<file path="src/rtl/streamer_params.svh">
/* Streamer parameters
   Widths and FIFO depths shared by the package and the RTL */
`ifndef STREAMER_PARAMS_SVH
`define STREAMER_PARAMS_SVH

// Word address width of the memory port
`define STREAMER_ADDR_W 16

// Memory word and stream word width, two elements per word
`define STREAMER_DATA_W 32

// Transfer length in words
`define STREAMER_LEN_W 8

// Response FIFO depth for each load stream
`define STREAMER_LOAD_FIFO_DEPTH 4

// Write buffer depth on the store side
`define STREAMER_STORE_FIFO_DEPTH 2

`endif

</file>
<file path="src/rtl/streamer_pkg.sv">
/* Streamer package
   Vector types, enums and bus structs of the matrix-engine streamer */
`include "streamer_params.svh"

package streamer_pkg;

  // Vectors with a meaning of their own
  typedef logic [`STREAMER_ADDR_W-1:0]     addr_t;
  typedef logic [`STREAMER_DATA_W-1:0]     word_t;
  typedef logic [`STREAMER_LEN_W-1:0]      len_t;
  typedef logic [`STREAMER_DATA_W/2-1:0]   half_t;
  typedef logic [`STREAMER_DATA_W/8-1:0]   byte_en_t;
  // Load stream tag, X is 0 and W is 1
  typedef logic                            src_id_t;

  // Element format in memory
  typedef enum logic {
    FMT_FP16,
    FMT_FP8
  } cast_fmt_e;

  typedef enum logic {
    CH_IDLE,
    CH_RUN
  } chan_state_e;

  // Memory request, wen high means read
  typedef struct packed {
    logic     req;
    logic     wen;
    addr_t    add;
    word_t    data;
    byte_en_t be;
    src_id_t  id;
  } mem_req_t;

  // Memory response, r_id echoes the request id
  typedef struct packed {
    logic    gnt;
    logic    r_valid;
    word_t   r_data;
    src_id_t r_id;
  } mem_rsp_t;

  // Forward half of a stream, ready is a port of its own
  typedef struct packed {
    logic  valid;
    word_t data;
  } stream_t;

  typedef struct packed {
    logic      start;
    addr_t     x_base;
    addr_t     w_base;
    addr_t     z_base;
    len_t      len;
    cast_fmt_e fmt;
  } streamer_ctrl_t;

  // Done flags are single-cycle pulses, busy is a level
  typedef struct packed {
    logic x_done;
    logic w_done;
    logic z_done;
    logic busy;
  } streamer_flags_t;

endpackage : streamer_pkg

</file>
<file path="src/rtl/streamer_load.sv">
/* Streamer load channel
   Reads the X and W operands from memory, buffers them per stream and widens FP8 */
`include "streamer_params.svh"

module streamer_load
  import streamer_pkg::*;
#(
  parameter int unsigned FIFO_DEPTH = `STREAMER_LOAD_FIFO_DEPTH
) (
  input  logic      clk_i,
  input  logic      arst_n_i,
  input  logic      start_i,
  input  addr_t     x_base_i,
  input  addr_t     w_base_i,
  input  len_t      len_i,
  input  cast_fmt_e fmt_i,
  output mem_req_t  mem_req_o,
  input  logic      mem_gnt_i,
  input  mem_rsp_t  mem_rsp_i,
  output stream_t   x_stream_o,
  output stream_t   w_stream_o,
  input  logic      x_ready_i,
  input  logic      w_ready_i,
  output logic      x_done_o,
  output logic      w_done_o
);

  localparam int unsigned NUM_SRC = 2;
  localparam int unsigned CNT_W   = $clog2(FIFO_DEPTH + 1);
  localparam int unsigned PTR_W   = $clog2(FIFO_DEPTH);

  typedef logic [CNT_W-1:0] cnt_t;
  typedef logic [PTR_W-1:0] ptr_t;

  // Setup captured at start
  cast_fmt_e   fmt_q;
  len_t        len_q;
  addr_t       base_q [NUM_SRC];

  // Per stream state, index 0 is X and 1 is W
  chan_state_e state_q    [NUM_SRC];
  len_t        req_cnt_q  [NUM_SRC];
  cnt_t        outst_q    [NUM_SRC];
  cnt_t        fifo_cnt_q [NUM_SRC];
  ptr_t        wr_ptr_q   [NUM_SRC];
  ptr_t        rd_ptr_q   [NUM_SRC];
  word_t       fifo_mem_q [NUM_SRC][FIFO_DEPTH];
  logic        done_q     [NUM_SRC];

  logic        want     [NUM_SRC];
  logic        issue    [NUM_SRC];
  logic        push     [NUM_SRC];
  logic        pop      [NUM_SRC];
  logic        last_pop [NUM_SRC];
  logic        ready    [NUM_SRC];
  stream_t     strm     [NUM_SRC];
  logic        launch;

  // Request slot, alternating between X and W
  src_id_t     rr_q;
  logic        hold_q;
  src_id_t     hold_id_q;
  src_id_t     sel;

  function automatic ptr_t next_ptr(ptr_t p);
    return (p == ptr_t'(FIFO_DEPTH - 1)) ? '0 : p + 1'b1;
  endfunction

  assign ready[0] = x_ready_i;
  assign ready[1] = w_ready_i;

  // Both streams must have drained before a new transfer
  assign launch = start_i && (state_q[0] == CH_IDLE) && (state_q[1] == CH_IDLE);

  always_comb begin
    word_t head;
    half_t elem_lo;
    half_t elem_hi;
    for (int s = 0; s < NUM_SRC; s++) begin
      head    = fifo_mem_q[s][rd_ptr_q[s]];
      elem_lo = head[15:0];
      // Widening appends a zero byte below each FP8 element
      elem_hi = (fmt_q == FMT_FP8) ? {elem_lo[15:8], 8'h00} : head[31:16];
      if (fmt_q == FMT_FP8)
        elem_lo = {elem_lo[7:0], 8'h00};
      strm[s].valid = (fifo_cnt_q[s] != '0);
      strm[s].data  = {elem_hi, elem_lo};
      pop[s]        = strm[s].valid && ready[s];
      // Last word leaves with nothing left in flight
      last_pop[s] = pop[s] && (req_cnt_q[s] == len_q) && (outst_q[s] == '0) &&
                    (fifo_cnt_q[s] == cnt_t'(1));
      // Credit covers words in flight plus words buffered
      want[s] = (state_q[s] == CH_RUN) && (req_cnt_q[s] < len_q) &&
                ((int'(outst_q[s]) + int'(fifo_cnt_q[s])) < FIFO_DEPTH);
      push[s] = mem_rsp_i.r_valid && (mem_rsp_i.r_id == src_id_t'(s));
    end
  end

  always_comb begin
    // An ungranted request keeps its stream
    if (hold_q)
      sel = hold_id_q;
    else if (want[rr_q])
      sel = rr_q;
    else
      sel = ~rr_q;
    for (int s = 0; s < NUM_SRC; s++)
      issue[s] = mem_gnt_i && want[s] && (sel == src_id_t'(s));
    mem_req_o.req  = want[sel];
    mem_req_o.wen  = 1'b1;
    mem_req_o.add  = base_q[sel] + addr_t'(req_cnt_q[sel]);
    mem_req_o.data = '0;
    mem_req_o.be   = '1;
    mem_req_o.id   = sel;
  end

  always_ff @(posedge clk_i or negedge arst_n_i) begin
    if (!arst_n_i) begin
      fmt_q     <= FMT_FP16;
      len_q     <= '0;
      rr_q      <= '0;
      hold_q    <= 1'b0;
      hold_id_q <= '0;
      for (int s = 0; s < NUM_SRC; s++) begin
        base_q[s]     <= '0;
        state_q[s]    <= CH_IDLE;
        req_cnt_q[s]  <= '0;
        outst_q[s]    <= '0;
        fifo_cnt_q[s] <= '0;
        wr_ptr_q[s]   <= '0;
        rd_ptr_q[s]   <= '0;
        done_q[s]     <= 1'b0;
      end
    end else begin
      if (launch) begin
        fmt_q     <= fmt_i;
        len_q     <= len_i;
        base_q[0] <= x_base_i;
        base_q[1] <= w_base_i;
      end
      hold_q    <= mem_req_o.req && !mem_gnt_i;
      hold_id_q <= sel;
      // Loser of this grant goes first next time
      if (mem_req_o.req && mem_gnt_i)
        rr_q <= ~sel;
      for (int s = 0; s < NUM_SRC; s++) begin
        if (launch) begin
          state_q[s]   <= CH_RUN;
          req_cnt_q[s] <= '0;
        end else begin
          if (last_pop[s])
            state_q[s] <= CH_IDLE;
          if (issue[s])
            req_cnt_q[s] <= req_cnt_q[s] + 1'b1;
        end
        outst_q[s]    <= outst_q[s] + cnt_t'(issue[s]) - cnt_t'(push[s]);
        fifo_cnt_q[s] <= fifo_cnt_q[s] + cnt_t'(push[s]) - cnt_t'(pop[s]);
        if (push[s])
          wr_ptr_q[s] <= next_ptr(wr_ptr_q[s]);
        if (pop[s])
          rd_ptr_q[s] <= next_ptr(rd_ptr_q[s]);
        done_q[s] <= last_pop[s];
      end
    end
  end

  // Response storage
  always_ff @(posedge clk_i) begin
    for (int s = 0; s < NUM_SRC; s++)
      if (push[s])
        fifo_mem_q[s][wr_ptr_q[s]] <= mem_rsp_i.r_data;
  end

  assign x_stream_o = strm[0];
  assign w_stream_o = strm[1];
  assign x_done_o   = done_q[0];
  assign w_done_o   = done_q[1];

  for (genvar g = 0; g < NUM_SRC; g++) begin : gen_chk
    // Offered word stays put until the engine takes it
    assert property (@(posedge clk_i) disable iff (!arst_n_i)
      strm[g].valid && !ready[g] |=> strm[g].valid && $stable(strm[g].data))
      else $error("load stream %0d dropped or changed a word", g);
    // Credit check keeps memory responses from overrunning the buffer
    assert property (@(posedge clk_i) disable iff (!arst_n_i)
      push[g] |-> fifo_cnt_q[g] != cnt_t'(FIFO_DEPTH))
      else $error("load FIFO %0d written while full", g);
  end

endmodule : streamer_load

</file>
<file path="src/rtl/streamer_store.sv">
/* Streamer store channel
   Takes the Z result stream, narrows to FP8 on demand and writes it to memory */
`include "streamer_params.svh"

module streamer_store
  import streamer_pkg::*;
#(
  parameter int unsigned FIFO_DEPTH = `STREAMER_STORE_FIFO_DEPTH
) (
  input  logic      clk_i,
  input  logic      arst_n_i,
  input  logic      start_i,
  input  addr_t     z_base_i,
  input  len_t      len_i,
  input  cast_fmt_e fmt_i,
  input  stream_t   z_stream_i,
  output logic      z_ready_o,
  output mem_req_t  mem_req_o,
  input  logic      mem_gnt_i,
  output logic      z_done_o
);

  localparam int unsigned CNT_W = $clog2(FIFO_DEPTH + 1);
  localparam int unsigned PTR_W = $clog2(FIFO_DEPTH);

  typedef logic [CNT_W-1:0] cnt_t;
  typedef logic [PTR_W-1:0] ptr_t;

  chan_state_e state_q;
  cast_fmt_e   fmt_q;
  len_t        len_q;
  addr_t       base_q;
  // Words accepted from Z and writes granted
  len_t        in_cnt_q;
  len_t        wr_cnt_q;
  cnt_t        fifo_cnt_q;
  ptr_t        wr_ptr_q;
  ptr_t        rd_ptr_q;
  word_t       data_mem_q [FIFO_DEPTH];
  byte_en_t    be_mem_q   [FIFO_DEPTH];
  logic        done_q;

  half_t       elem_lo;
  half_t       elem_hi;
  word_t       narrow_data;
  byte_en_t    narrow_be;
  logic        push;
  logic        pop;
  logic        last_wr;

  function automatic ptr_t next_ptr(ptr_t p);
    return (p == ptr_t'(FIFO_DEPTH - 1)) ? '0 : p + 1'b1;
  endfunction

  // Accept Z only while running, with room and words still due
  assign z_ready_o = (state_q == CH_RUN) && (in_cnt_q < len_q) &&
                     (fifo_cnt_q != cnt_t'(FIFO_DEPTH));
  assign push      = z_stream_i.valid && z_ready_o;
  assign pop       = mem_req_o.req && mem_gnt_i;
  assign last_wr   = pop && (len_t'(wr_cnt_q + 1'b1) == len_q);

  assign elem_lo = z_stream_i.data[15:0];
  assign elem_hi = z_stream_i.data[31:16];

  always_comb begin
    if (fmt_q == FMT_FP8) begin
      // Top byte of each half, upper half of the word left empty
      narrow_data = {half_t'(0), elem_hi[15:8], elem_lo[15:8]};
      narrow_be   = 4'b0011;
    end else begin
      narrow_data = z_stream_i.data;
      narrow_be   = '1;
    end
  end

  // FIFO head drives the write request
  always_comb begin
    mem_req_o.req  = (fifo_cnt_q != '0);
    mem_req_o.wen  = 1'b0;
    mem_req_o.add  = base_q + addr_t'(wr_cnt_q);
    mem_req_o.data = data_mem_q[rd_ptr_q];
    mem_req_o.be   = be_mem_q[rd_ptr_q];
    mem_req_o.id   = '0;
  end

  always_ff @(posedge clk_i or negedge arst_n_i) begin
    if (!arst_n_i) begin
      state_q    <= CH_IDLE;
      fmt_q      <= FMT_FP16;
      len_q      <= '0;
      base_q     <= '0;
      in_cnt_q   <= '0;
      wr_cnt_q   <= '0;
      fifo_cnt_q <= '0;
      wr_ptr_q   <= '0;
      rd_ptr_q   <= '0;
      done_q     <= 1'b0;
    end else begin
      if (start_i && state_q == CH_IDLE) begin
        state_q  <= CH_RUN;
        fmt_q    <= fmt_i;
        len_q    <= len_i;
        base_q   <= z_base_i;
        in_cnt_q <= '0;
        wr_cnt_q <= '0;
      end else begin
        if (push)
          in_cnt_q <= in_cnt_q + 1'b1;
        // Write address advances on grant
        if (pop)
          wr_cnt_q <= wr_cnt_q + 1'b1;
        if (last_wr)
          state_q <= CH_IDLE;
      end
      fifo_cnt_q <= fifo_cnt_q + cnt_t'(push) - cnt_t'(pop);
      if (push)
        wr_ptr_q <= next_ptr(wr_ptr_q);
      if (pop)
        rd_ptr_q <= next_ptr(rd_ptr_q);
      done_q <= last_wr;
    end
  end

  always_ff @(posedge clk_i) begin
    if (push) begin
      data_mem_q[wr_ptr_q] <= narrow_data;
      be_mem_q[wr_ptr_q]   <= narrow_be;
    end
  end

  assign z_done_o = done_q;

  // Every queued write must touch at least one byte
  assert property (@(posedge clk_i) disable iff (!arst_n_i)
    mem_req_o.req |-> mem_req_o.be != '0)
    else $error("store write request with empty byte enables");

endmodule : streamer_store

</file>
<file path="src/rtl/streamer_ldst_mux.sv">
/* Load/store combiner
   Round-robin merge of the two channels onto one memory port */
module streamer_ldst_mux
  import streamer_pkg::*;
(
  input  logic     clk_i,
  input  logic     arst_n_i,
  input  mem_req_t load_req_i,
  input  mem_req_t store_req_i,
  output logic     load_gnt_o,
  output logic     store_gnt_o,
  output mem_req_t mem_req_o,
  input  mem_rsp_t mem_rsp_i,
  output mem_rsp_t load_rsp_o
);

  // Priority pointer, low means load goes first
  logic prio_q;
  // Winner held while the memory withholds grant
  logic lock_q;
  logic lock_store_q;
  logic store_win;
  logic conflict;

  assign conflict = load_req_i.req && store_req_i.req;

  always_comb begin
    if (lock_q)
      store_win = lock_store_q;
    else
      store_win = store_req_i.req && (!load_req_i.req || prio_q);
  end

  assign mem_req_o = store_win ? store_req_i : load_req_i;

  // Grant goes to the winner only
  assign store_gnt_o = mem_rsp_i.gnt && store_win;
  assign load_gnt_o  = mem_rsp_i.gnt && load_req_i.req && !store_win;

  // Stores get no response, everything returning belongs to load
  always_comb begin
    load_rsp_o     = mem_rsp_i;
    load_rsp_o.gnt = load_gnt_o;
  end

  always_ff @(posedge clk_i or negedge arst_n_i) begin
    if (!arst_n_i) begin
      prio_q       <= 1'b0;
      lock_q       <= 1'b0;
      lock_store_q <= 1'b0;
    end else begin
      lock_q       <= mem_req_o.req && !mem_rsp_i.gnt;
      lock_store_q <= store_win;
      // Only a resolved conflict moves the pointer
      if (conflict && mem_rsp_i.gnt)
        prio_q <= !store_win;
    end
  end

  // Channels never see a grant together
  assert property (@(posedge clk_i) disable iff (!arst_n_i)
    !(load_gnt_o && store_gnt_o))
    else $error("load and store granted in the same cycle");

endmodule : streamer_ldst_mux

</file>
<file path="src/rtl/streamer_top.sv">
/* Streamer top level
   Load and store channels sharing one memory port, plus transfer status */
module streamer_top
  import streamer_pkg::*;
(
  input  logic            clk_i,
  input  logic            arst_n_i,
  input  streamer_ctrl_t  ctrl_i,
  output streamer_flags_t flags_o,
  output stream_t         x_stream_o,
  output stream_t         w_stream_o,
  input  logic            x_ready_i,
  input  logic            w_ready_i,
  input  stream_t         z_stream_i,
  output logic            z_ready_o,
  output mem_req_t        mem_req_o,
  input  mem_rsp_t        mem_rsp_i
);

  mem_req_t load_req;
  mem_req_t store_req;
  mem_rsp_t load_rsp;
  logic     load_gnt;
  logic     store_gnt;
  logic     x_done;
  logic     w_done;
  logic     z_done;

  // Busy tracking, one sticky bit per done pulse
  logic     busy_q;
  logic     seen_x_q;
  logic     seen_w_q;
  logic     seen_z_q;
  logic     all_done;

  streamer_load i_load (
    .clk_i      ( clk_i         ),
    .arst_n_i   ( arst_n_i      ),
    .start_i    ( ctrl_i.start  ),
    .x_base_i   ( ctrl_i.x_base ),
    .w_base_i   ( ctrl_i.w_base ),
    .len_i      ( ctrl_i.len    ),
    .fmt_i      ( ctrl_i.fmt    ),
    .mem_req_o  ( load_req      ),
    .mem_gnt_i  ( load_gnt      ),
    .mem_rsp_i  ( load_rsp      ),
    .x_stream_o ( x_stream_o    ),
    .w_stream_o ( w_stream_o    ),
    .x_ready_i  ( x_ready_i     ),
    .w_ready_i  ( w_ready_i     ),
    .x_done_o   ( x_done        ),
    .w_done_o   ( w_done        )
  );

  streamer_store i_store (
    .clk_i      ( clk_i         ),
    .arst_n_i   ( arst_n_i      ),
    .start_i    ( ctrl_i.start  ),
    .z_base_i   ( ctrl_i.z_base ),
    .len_i      ( ctrl_i.len    ),
    .fmt_i      ( ctrl_i.fmt    ),
    .z_stream_i ( z_stream_i    ),
    .z_ready_o  ( z_ready_o     ),
    .mem_req_o  ( store_req     ),
    .mem_gnt_i  ( store_gnt     ),
    .z_done_o   ( z_done        )
  );

  streamer_ldst_mux i_ldst_mux (
    .clk_i       ( clk_i     ),
    .arst_n_i    ( arst_n_i  ),
    .load_req_i  ( load_req  ),
    .store_req_i ( store_req ),
    .load_gnt_o  ( load_gnt  ),
    .store_gnt_o ( store_gnt ),
    .mem_req_o   ( mem_req_o ),
    .mem_rsp_i   ( mem_rsp_i ),
    .load_rsp_o  ( load_rsp  )
  );

  // Pulses of this cycle count as seen
  assign all_done = (seen_x_q || x_done) && (seen_w_q || w_done) && (seen_z_q || z_done);

  always_ff @(posedge clk_i or negedge arst_n_i) begin
    if (!arst_n_i) begin
      busy_q   <= 1'b0;
      seen_x_q <= 1'b0;
      seen_w_q <= 1'b0;
      seen_z_q <= 1'b0;
    end else if (!busy_q) begin
      busy_q   <= ctrl_i.start;
      seen_x_q <= 1'b0;
      seen_w_q <= 1'b0;
      seen_z_q <= 1'b0;
    end else if (all_done) begin
      busy_q <= 1'b0;
    end else begin
      seen_x_q <= seen_x_q || x_done;
      seen_w_q <= seen_w_q || w_done;
      seen_z_q <= seen_z_q || z_done;
    end
  end

  assign flags_o.x_done = x_done;
  assign flags_o.w_done = w_done;
  assign flags_o.z_done = z_done;
  assign flags_o.busy   = busy_q;

endmodule : streamer_top

</file>
<file path="config.mk">
export PLATFORM = sky130hd
export DESIGN_NAME = streamer_top
export DESIGN_NICKNAME = d
export VERILOG_FILES = /design/src/rtl/streamer_pkg.sv /design/src/rtl/streamer_load.sv /design/src/rtl/streamer_store.sv /design/src/rtl/streamer_ldst_mux.sv /design/src/rtl/streamer_top.sv
export VERILOG_INCLUDE_DIRS = /design/src /design/src/rtl
export SDC_FILE = /design/constraint.sdc
export NUM_CORES = 1
export LEC_CHECK = 0
export ABC_AREA = 1
export BUFFER_PORTS_ARGS = -buffer_cell sky130_fd_sc_hd__buf_4
export CELL_PAD_IN_SITES_DETAIL_PLACEMENT = 1
export CELL_PAD_IN_SITES_GLOBAL_PLACEMENT = 1
export CORE_MARGIN = 1
export CORE_UTILIZATION = 40
export CTS_CLUSTER_SIZE = 40
export DETAILED_ROUTE_END_ITERATION = 7
export PLACE_DENSITY_LB_ADDON = 0.1
export SLEW_MARGIN = 0
export SYNTH_ARGS = -nofsm -noshare
export SYNTH_HDL_FRONTEND = slang
export SYNTH_SLANG_ARGS = --single-unit
</file>
<file path="constraint.sdc">
create_clock -name clk_i -period 4.16 [get_ports clk_i]
set_input_delay 0.416 -clock clk_i [delete_from_list [all_inputs] [get_ports clk_i]]
set_output_delay 0.416 -clock clk_i [all_outputs]
set_load 0.02 [all_outputs]
</file>
[After elaboration in Yosys (flattened, before gate mapping)]
Memories as Yosys holds them, arrays and structs flattened.
Cells that the tools add are included.
Word-level totals
  register bits: 138
  latch bits: 0
  memory bits (writable): 328
  memory bits (read-only): 0
  output and inout port bits: 126
  memories kept: 3
Memory list
  i_load.fifo_mem_q: words 2, bits a word 128, rd ports 2, clocked after Yosys merged registers in 0, wr ports 1, line streamer_load.sv:47  | word_t fifo_mem_q [NUM_SRC][FIFO_DEPTH];
  i_store.data_mem_q: words 2, bits a word 32, rd ports 1, clocked after Yosys merged registers in 0, wr ports 1, line streamer_store.sv:39  | word_t data_mem_q [FIFO_DEPTH];
  i_store.be_mem_q: words 2, bits a word 4, rd ports 1, clocked after Yosys merged registers in 0, wr ports 1, line streamer_store.sv:40  | byte_en_t be_mem_q [FIFO_DEPTH];
Cells by class
  add/subtract/negate cells: 24
  $mul: 0
  divide/modulo/power cells: 0
  order comparisons: 13
  equality and inequality tests: 11
  shift operators: 0
  multiplexer cells: 69
  bitwise gates (word level): 12
  reductions and logical operators: 60
Operators with widths (count)
  $mux 128: 4
  $mux 32: 7
  $bmux 32 s2: 2
  $demux 32 s2: 2
  $reduce_or 128->1: 1
  $mux 16: 7
  $mux 8: 11
  $lt 32x3->1 const B: 2
  $mux 55: 1
  $logic_and 1x1->1: 39
  $add 16x8->16: 2
  $add 8x1->8 const B: 4
  $mux 1: 30
  $eq 8x8->1: 3
  $lt 8x8->1: 3
  $reduce_bool 2->1: 8
  $add 3x1->3: 4
  $ge 3x3->1 const B: 4
  $not 2->3: 4
  $sub 3x1->3: 4
  $add 2x1->2 const B: 4
  $add 3x3->4: 2
  $eq 2x2->1 const B: 4
  $mux 2: 4
  other kinds (14): 33

[Logic depth before layout (Yosys ltp)]
Gate-level depths: netlist of run 1.
  word-level depth: 22
  depth in mapped cells: 31
  gate-level depth less buffers: 30

[Cells and area by module]
Synthesis of run 1 repeated with hierarchy kept, for this count alone.
Second synthesis, totals
  cells, all modules: 2386
  area total of the unflattened synthesis: 22576.7 µm²
Modules (own cells, without submodules)
  streamer_load: instances 1, cells each 1475, area an instance 15498.6 µm², seq. area each 9789.4 µm²
  streamer_store: instances 1, cells each 653, area an instance 5709.2 µm², seq. area each 3158.0 µm²
  streamer_ldst_mux: instances 1, cells each 229, area an instance 1133.6 µm², seq. area each 75.1 µm²
  streamer_top: instances 1, cells each 29, area an instance 235.2 µm², seq. area each 100.1 µm²

[Worst setup path after synthesis of run 1]
No wires, ideal clock.
  path kind: register to output
  start point: reg i_load.req_cnt_q[15] (netlist bit)
  end point: out mem_req_o[49] (netlist bit)
  data arrival time: 4020 ps
  required time: 3744 ps
  setup slack: -276 ps
  stages on the path, launching flop included: 26
  cell sequence: dfrtp_1 -> ha_1 -> a21oi_1 -> nand3_1 -> nor2_1 -> nand2_1 -> nand2_2 -> nand3_4 -> nand2_4 -> buf_2 -> clkbuf_1 -> nand2_1 -> o21ai_0 -> ha_1 -> inv_1 -> fa_1 -> nor2_1 -> o21ai_0 -> nand2_1 -> nand2_1 -> a21oi_1 -> o21a_1 -> nor2_1 -> nor2_1 -> a21oi_1 -> o21ai_1
RTL lines
  start: declaration: line streamer_load.sv:42  | len_t req_cnt_q [NUM_SRC];
  start signal: indexed assignment: line streamer_load.sv:154  | req_cnt_q[s] <= req_cnt_q[s] + 1'b1;
  end: declaration: line streamer_top.sv:16  | output mem_req_t mem_req_o,

==> results of run 1 <==
-- how the worst max path moves through the flow --
stage	endpoint	slack, ps	depth (start not counted)
2_1_floorplan	mem_req_o[51]	5	27
3_3_place_gp	mem_req_o[49]	50	27
3_5_place_dp	mem_req_o[49]	-100	26
4_1_cts	mem_req_o[49]	-390	26
5_1_grt	mem_req_o[45]	-690	27
6_report	mem_req_o[51]	-400	25
-- power breakdown --
part / switching [mW] / total (mW) / internal, mW
logic: 6.99 / 11.4 / 4.38
clock network: 1.92 / 4.63 / 2.71
registers: 0.385 / 6.23 / 5.85
-- cell families (layout without fill, tap and decap cells) --
logic type,Yosys count,after routing,share of synthesized area
buffers and inverters,275,665,0.0528
AND/OR/NAND/NOR,974,977,0.186
XOR/XNOR,48,48,0.0197
AO/OA/AOI/OAI,312,312,0.0806
flip-flops,460,460,0.615
other,1,2,0.000176
adder cells (fa/ha/maj),73,73,0.0449
-- registers in the layout, summed over array words and instances (netlist names), 2 cells and up --
name	flops
i_load.rd_ptr_q	4
i_load.wr_ptr_q	4
i_store.fifo_cnt_q	2
i_store.data_mem_q	64
i_store.in_cnt_q	8
i_load.len_q	8
i_load.outst_q	6
i_load.req_cnt_q	16
i_load.fifo_mem_q	256
i_store.base_q	16
i_load.state_q	2
i_store.be_mem_q	2
i_store.wr_cnt_q	8
i_load.fifo_cnt_q	6
i_load.base_q	32
i_store.len_q	8
-- critical path, cell delays in order (launching register included) --
cell and delay [ps]:
dfrtp_1 390, ha_1 320, nand2_2 90, inv_1 40, nand2_1 70, nand2_1 80, nor2_4 110, nand3_2 100
nand3_4 160, nand2_4 110, o21ai_4 180, ha_4 170, inv_2 40, fa_2 350, nor2_2 130, o21ai_1 70
nand2_1 90, nand2_2 70, a21oi_2 140, o21a_1 170, nor2_4 70, nor2_4 170, nand4_1 110, nand3_1 100
nand2_1 70, buf_6 130
-- final cells by class --
class	count	area, um2	area share
Clock inverter	30	322	0.0117
Sequential cell	460	13100	0.477
Inverter	173	691	0.0251
Tap cell	688	861	0.0313
Clock buffer	66	1400	0.0510
Timing Repair inverter	7	141	0.00514
Timing Repair Buffer	389	3300	0.120
Multi-Input combinational cell	1412	7690	0.279
-- timing repair --
item	4_1_cts	5_1_grt
gates resized for setup	112	80
pin swaps	26	19
hold buffers	17	0
hold endpoints to repair	102	0
buffers inserted	41	26
endpoints found under the setup margin	14	56
cloned	9	4
-- cells in the mapped netlist, drive strengths merged (6+ instances only) --
| master | instances | area share |
|---|---|---|
| nand2 | 588 | 0.10 |
| edfxtp | 322 | 0.45 |
| nor2 | 227 | 0.040 |
| inv | 171 | 0.030 |
| o21ai | 160 | 0.038 |
| dfrtp | 138 | 0.16 |
| nand3 | 118 | 0.029 |
| a21oi | 107 | 0.025 |
| clkbuf | 76 | 0.013 |
| ha | 67 | 0.039 |
| xor2 | 34 | 0.014 |
| buf | 26 | 0.0084 |
| nand4 | 20 | 0.0073 |
| a32o | 16 | 0.0075 |
| a31oi | 15 | 0.0044 |
| xnor2 | 14 | 0.0057 |
| nor3 | 8 | 0.0019 |
| fa | 6 | 0.0056 |
| or2 | 6 | 0.0018 |
-- per-stage QoR --
step	instances	area [um2]	power [mW]
floorplan	2144	21300	11.7
detailed placement	3042	24200	15.1
CTS	3195	26900	21.3
global placement	3042	24200	14.9
global route	3225	27500	23.5
finish	3225	27500	22.2
-- layer usage --
layer,part of all wire,vias up,wire (um),global-route usage
met4,0.024,10,1620,0.0705
met2,0.49,363,33200,0.414
met1,0.43,8337,29200,0.321
met5,0.0011,-,71,0
met3,0.050,103,3380,0.0457
li1,-,7873,-,-
-- layout by cell type, fill, tap and decap left out, drive strengths merged, types with 5 or more instances in the layout --
cell type,instances
xnor2,14
nand3,118
dlygate4sd3,17
clkinv,35
a32o,16
o21ai,160
ha,67
a31oi,15
nand4,20
nand2,591
or2,6
buf,372
dfrtp,138
clkbuf,66
inv,169
fa,6
nor2,227
nor3,8
xor2,34
bufinv,5
edfxtp,322
a21oi,107
==> results.toml, run 1 <==
[cts]
worst_skew_pair.late_latency_ps = 620
cts_sinks = 460
cts_tree = "built"
numCtsBuffers = 52
ctsHtreeMaxLevel = 2
ctsRootBufferMaster = "clkbuf_16"
clockBufferDepth = 3
path_clk_slew_ps = 60

[synthesis]
yosysWarnings = 0
ys_seq_area_frac = 0.615
ys_types = 47
synth_ff_type = "edfxtp_1"
syn_avg_cell_area_um2 = 9.95
ys_ff_latch = 460
syn_area_mm2 = 0.0213
synth_edf_count = 322
synthCells = 2143
synth-async-reset-ratio = 0.300

[run_status]
outcome = "complete, but fails checks"
failed_checks = "setup timing"

[run]
maxCapViolCount = 0

[route]
dr.first_iter.drc_count = 1031
wl_mm = 67.5
via_count = 16700
drc_errors = 0
wire_per_inst_um = 20.9
firstDrtPassIters = 5
postRouteAntennaNets = 0
via_per_inst = 5.17

[floorplanning]
core_area_mm2 = 0.0527
die_area_mm2 = 0.0542
start_util = 0.405
ios = 256
die_w_um = 233
num_rows = 84
fp.dieH_um = 233

[min_path]
min-delay-start = "ctrl_i[34]"
min_path_cells = 3
hold_path_class = "in2reg"
hold_end = "i_load.base_q[9]"

[setup_path]
crit_start = "i_load.req_cnt_q[6]"
path_class = "reg2out"
cp_max_fo = 5
arrival_ps = 4150
crit_path_end_kind = "output port"
worstSetupStartpointType = "register"
reg2reg_from = "i_load.len_q[7]"
r2r-end = "i_load.outst_q[2]"
cp.required_ps = 3740
r2r_setup_slack_ps = 90
r2r_cells = 28

[placement]
gp_congestion = 0.878
post-place-ws_ps = -95.7
hpwl_mm = 43.2
port_buffers = 253

[grt]
grt_antenna_before_repair = 5
grt_start_max_net_pins = 81
grt_usage = 0.245
grt_pass1_vias = 17200
grt_overflow_total = 0
grt_pass1_wl_mm = 101

[finish]
diodes = 0
drive_gt1_frac = 0.232
nFillCells = 5777
area_delta_synth_final_pct = 29.1
nNetsFinal = 2698
final_core_utilization = 0.523

[timing]
min_period_over_period = 1.10
setup_viol = 50
finClkSkew_ps = 20.3
tns_ps = -5740
min_period_ps = 4560
slew_viol_final = 0
slew_headroom = 0.347
fin_ws_ps = -402
rsz0062_at_grt = "true"
fmaxAchievable_ghz = 0.219
hold_violations = 0
worst_hold_slack_ps = 26.2
tightest_slew_ps = 977

[power]
max-vdd-ir-drop_mv = 0.494
p_leak_nw = 11.9
p_per_area_mw_per_mm2 = 808
Power figures use the tool's default switching activity.
==> inputs of run 2 (changes only) <==
- SETUP_SLACK_MARGIN: not set -> 0.05
==> results.toml, run 2 (synthesis results as in run 1) <==
[run_status]
outcome = "complete, but fails checks"
failed_checks = "setup timing"

[cts]
path_clk_slew_ps = 60
numCtsBuffers = 53
worst_skew_pair.late_latency_ps = 630
ctsHtreeMaxLevel = 2
cts_tree = "built"
clockBufferDepth = 3
ctsRootBufferMaster = "clkbuf_16"
cts_sinks = 460

[placement]
port_buffers = 253
gp_congestion = 0.869
hpwl_mm = 43.6

[setup_path]
path_class = "reg2out"
reg2reg_from = "i_load.outst_q[5]"
critPathMaxStageDelay_ps = 390
cp.required_ps = 3740
arrival_ps = 4230
crit_start = "i_load.outst_q[5]"
cp_max_fo = 5
cpMaxStageDelayCell = "dfrtp_1"
crit_path_end_kind = "output port"
worstSetupStartpointType = "register"

[route]
wire_per_inst_um = 20.7
via_count = 16600
wl_mm = 66.8
firstDrtPassIters = 5
postRouteAntennaNets = 0
dr.first_iter.drc_count = 915
drc_errors = 0
via_per_inst = 5.13

[timing]
tns_ps = -3430
min_period_over_period = 1.12
slew_viol_final = 0
setup_viol = 19
finClkSkew_ps = 21.1
rsz0062_at_grt = "true"
fin_ws_ps = -484
fmaxAchievable_ghz = 0.215
tightest_slew_ps = 1100
min_period_ps = 4640
slew_headroom = 0.261
hold_violations = 0

[power]
p_int_mw = 13.1
pwr-share-clk = 0.217
seq_power_share = 0.280
p_per_area_mw_per_mm2 = 805
power_switching_share = 0.412
switching_power_mw = 9.18
p_comb_frac = 0.503
p_leak_nw = 11.9
max-vdd-ir-drop_mv = 0.558

[grt]
grt_antenna_before_repair = 3
grt_start_max_net_pins = 82
grt_overflow_total = 0
grt_pass1_vias = 17500
grt_pass1_wl_mm = 100
grt_usage = 0.243

[floorplanning]
die_w_um = 233
num_rows = 84
start_util = 0.405
core_area_mm2 = 0.0527
ios = 256
die_area_mm2 = 0.0542
fp.dieH_um = 233

[finish]
area_delta_synth_final_pct = 29.6
final_core_utilization = 0.525
nFillCells = 5723
multi_input_area_mm2 = 0.00773
nNetsFinal = 2703
largest_reg_flops = 256
register_area_mm2 = 0.0131
layout_commonest_cell = "nand2_1"
drive_gt1_frac = 0.232
final_cell_mix = "560 x nand2_1, 322 x edfxtp_1, 314 x buf_4"

[run]
maxCapViolCount = 0

[min_path]
hold_path_class = "in2reg"
min-delay-start = "mem_rsp_i[7]"
run 2: cell count changes in the layout (fill, tap and decap cells not counted), sizes merged:
cell	previous run	this run
nand2	591	590
clkinv	35	28
inv	169	171
bufinv	5	9
clkinvlp	1	2
dlygate4sd3	17	29
clkbuf	66	58
buf	372	369
diode	0	1
run 2: power groups by stage:
stage | Clock [mW] | Sequential, mW | Combinational, mW
2_1_floorplan | 0 | 6.25 | 5.47
3_5_place_dp | 0 | 6.33 | 8.76
6_report | 4.83 | 6.24 | 11.2
3_3_place_gp | 0 | 6.29 | 8.58
5_1_grt | 5.08 | 6.32 | 12.1
4_1_cts | 4.93 | 6.24 | 10.5
run 2: final timing paths:
path	end	slack, ps	cells after the start
max	mem_req_o[51]	-480	27
min	i_load.fifo_mem_q[0][6]	30	1
max reg2reg	i_load.outst_q[2]	130	28
min reg2reg	i_load.base_q[28]	480	2
max in group asynchronous	i_load.rd_ptr_q[0]	2730	3
min in group asynchronous	i_store.in_cnt_q[3]	450	2
run 2: layout make-up:
cell class                 instances  share of cell area
timing repair inverter             3             0.00276
tap                              688              0.0311
sequential                       460               0.475
inverter                         173              0.0249
multi-input combinational       1411               0.280
antenna                            1           0.0000905
clock buffer                      58              0.0486
timing repair buffer             398               0.122
clock inverter                    34              0.0158
run 2: timing repair:
item / CTS / global route
cloned: 6 / 1
endpoints found under the hold margin: 137 / 0
hold buffers: 29 / 0
endpoints found under the setup margin: 15 / 56
buffers inserted: 44 / 21
resized for setup: 111 / 95
pin swaps: 36 / 40
run 2: layer usage:
| metal | part of all wire | global-route usage | up-vias |
|---|---|---|---|
| met5 | 0.00037 | 0 | - |
| met4 | 0.021 | 0.0686 | 4 |
| met3 | 0.044 | 0.0397 | 85 |
| met2 | 0.50 | 0.419 | 324 |
| met1 | 0.44 | 0.314 | 8265 |
| li1 | - | - | 7879 |
run 2: critical path: cells and delay by family (launching register included):
| kind | cells | cell delay, ps |
|---|---|---|
| AO/OA/AOI/OAI | 4 | 530 |
| AND/OR/NAND/NOR | 17 | 1660 |
| flip-flops | 1 | 390 |
| adder cells (fa/ha/maj) | 3 | 810 |
| buffers and inverters | 3 | 210 |
run 2: metrics by stage:
stage | cell area [um2] | hold WS [ps] | setup WS (ps) | std cells | total power, mW
floorplan | 21300 | 120 | 53.4 | 2144 | 11.7
global placement | 24200 | 460 | 43.9 | 3044 | 14.9
detailed placement | 24200 | 463 | -115 | 3044 | 15.1
CTS | 27100 | 0.424 | -540 | 3204 | 21.7
global route | 27600 | 14.1 | -753 | 3225 | 23.5
finish | 27600 | 31.1 | -484 | 3226 | 22.3
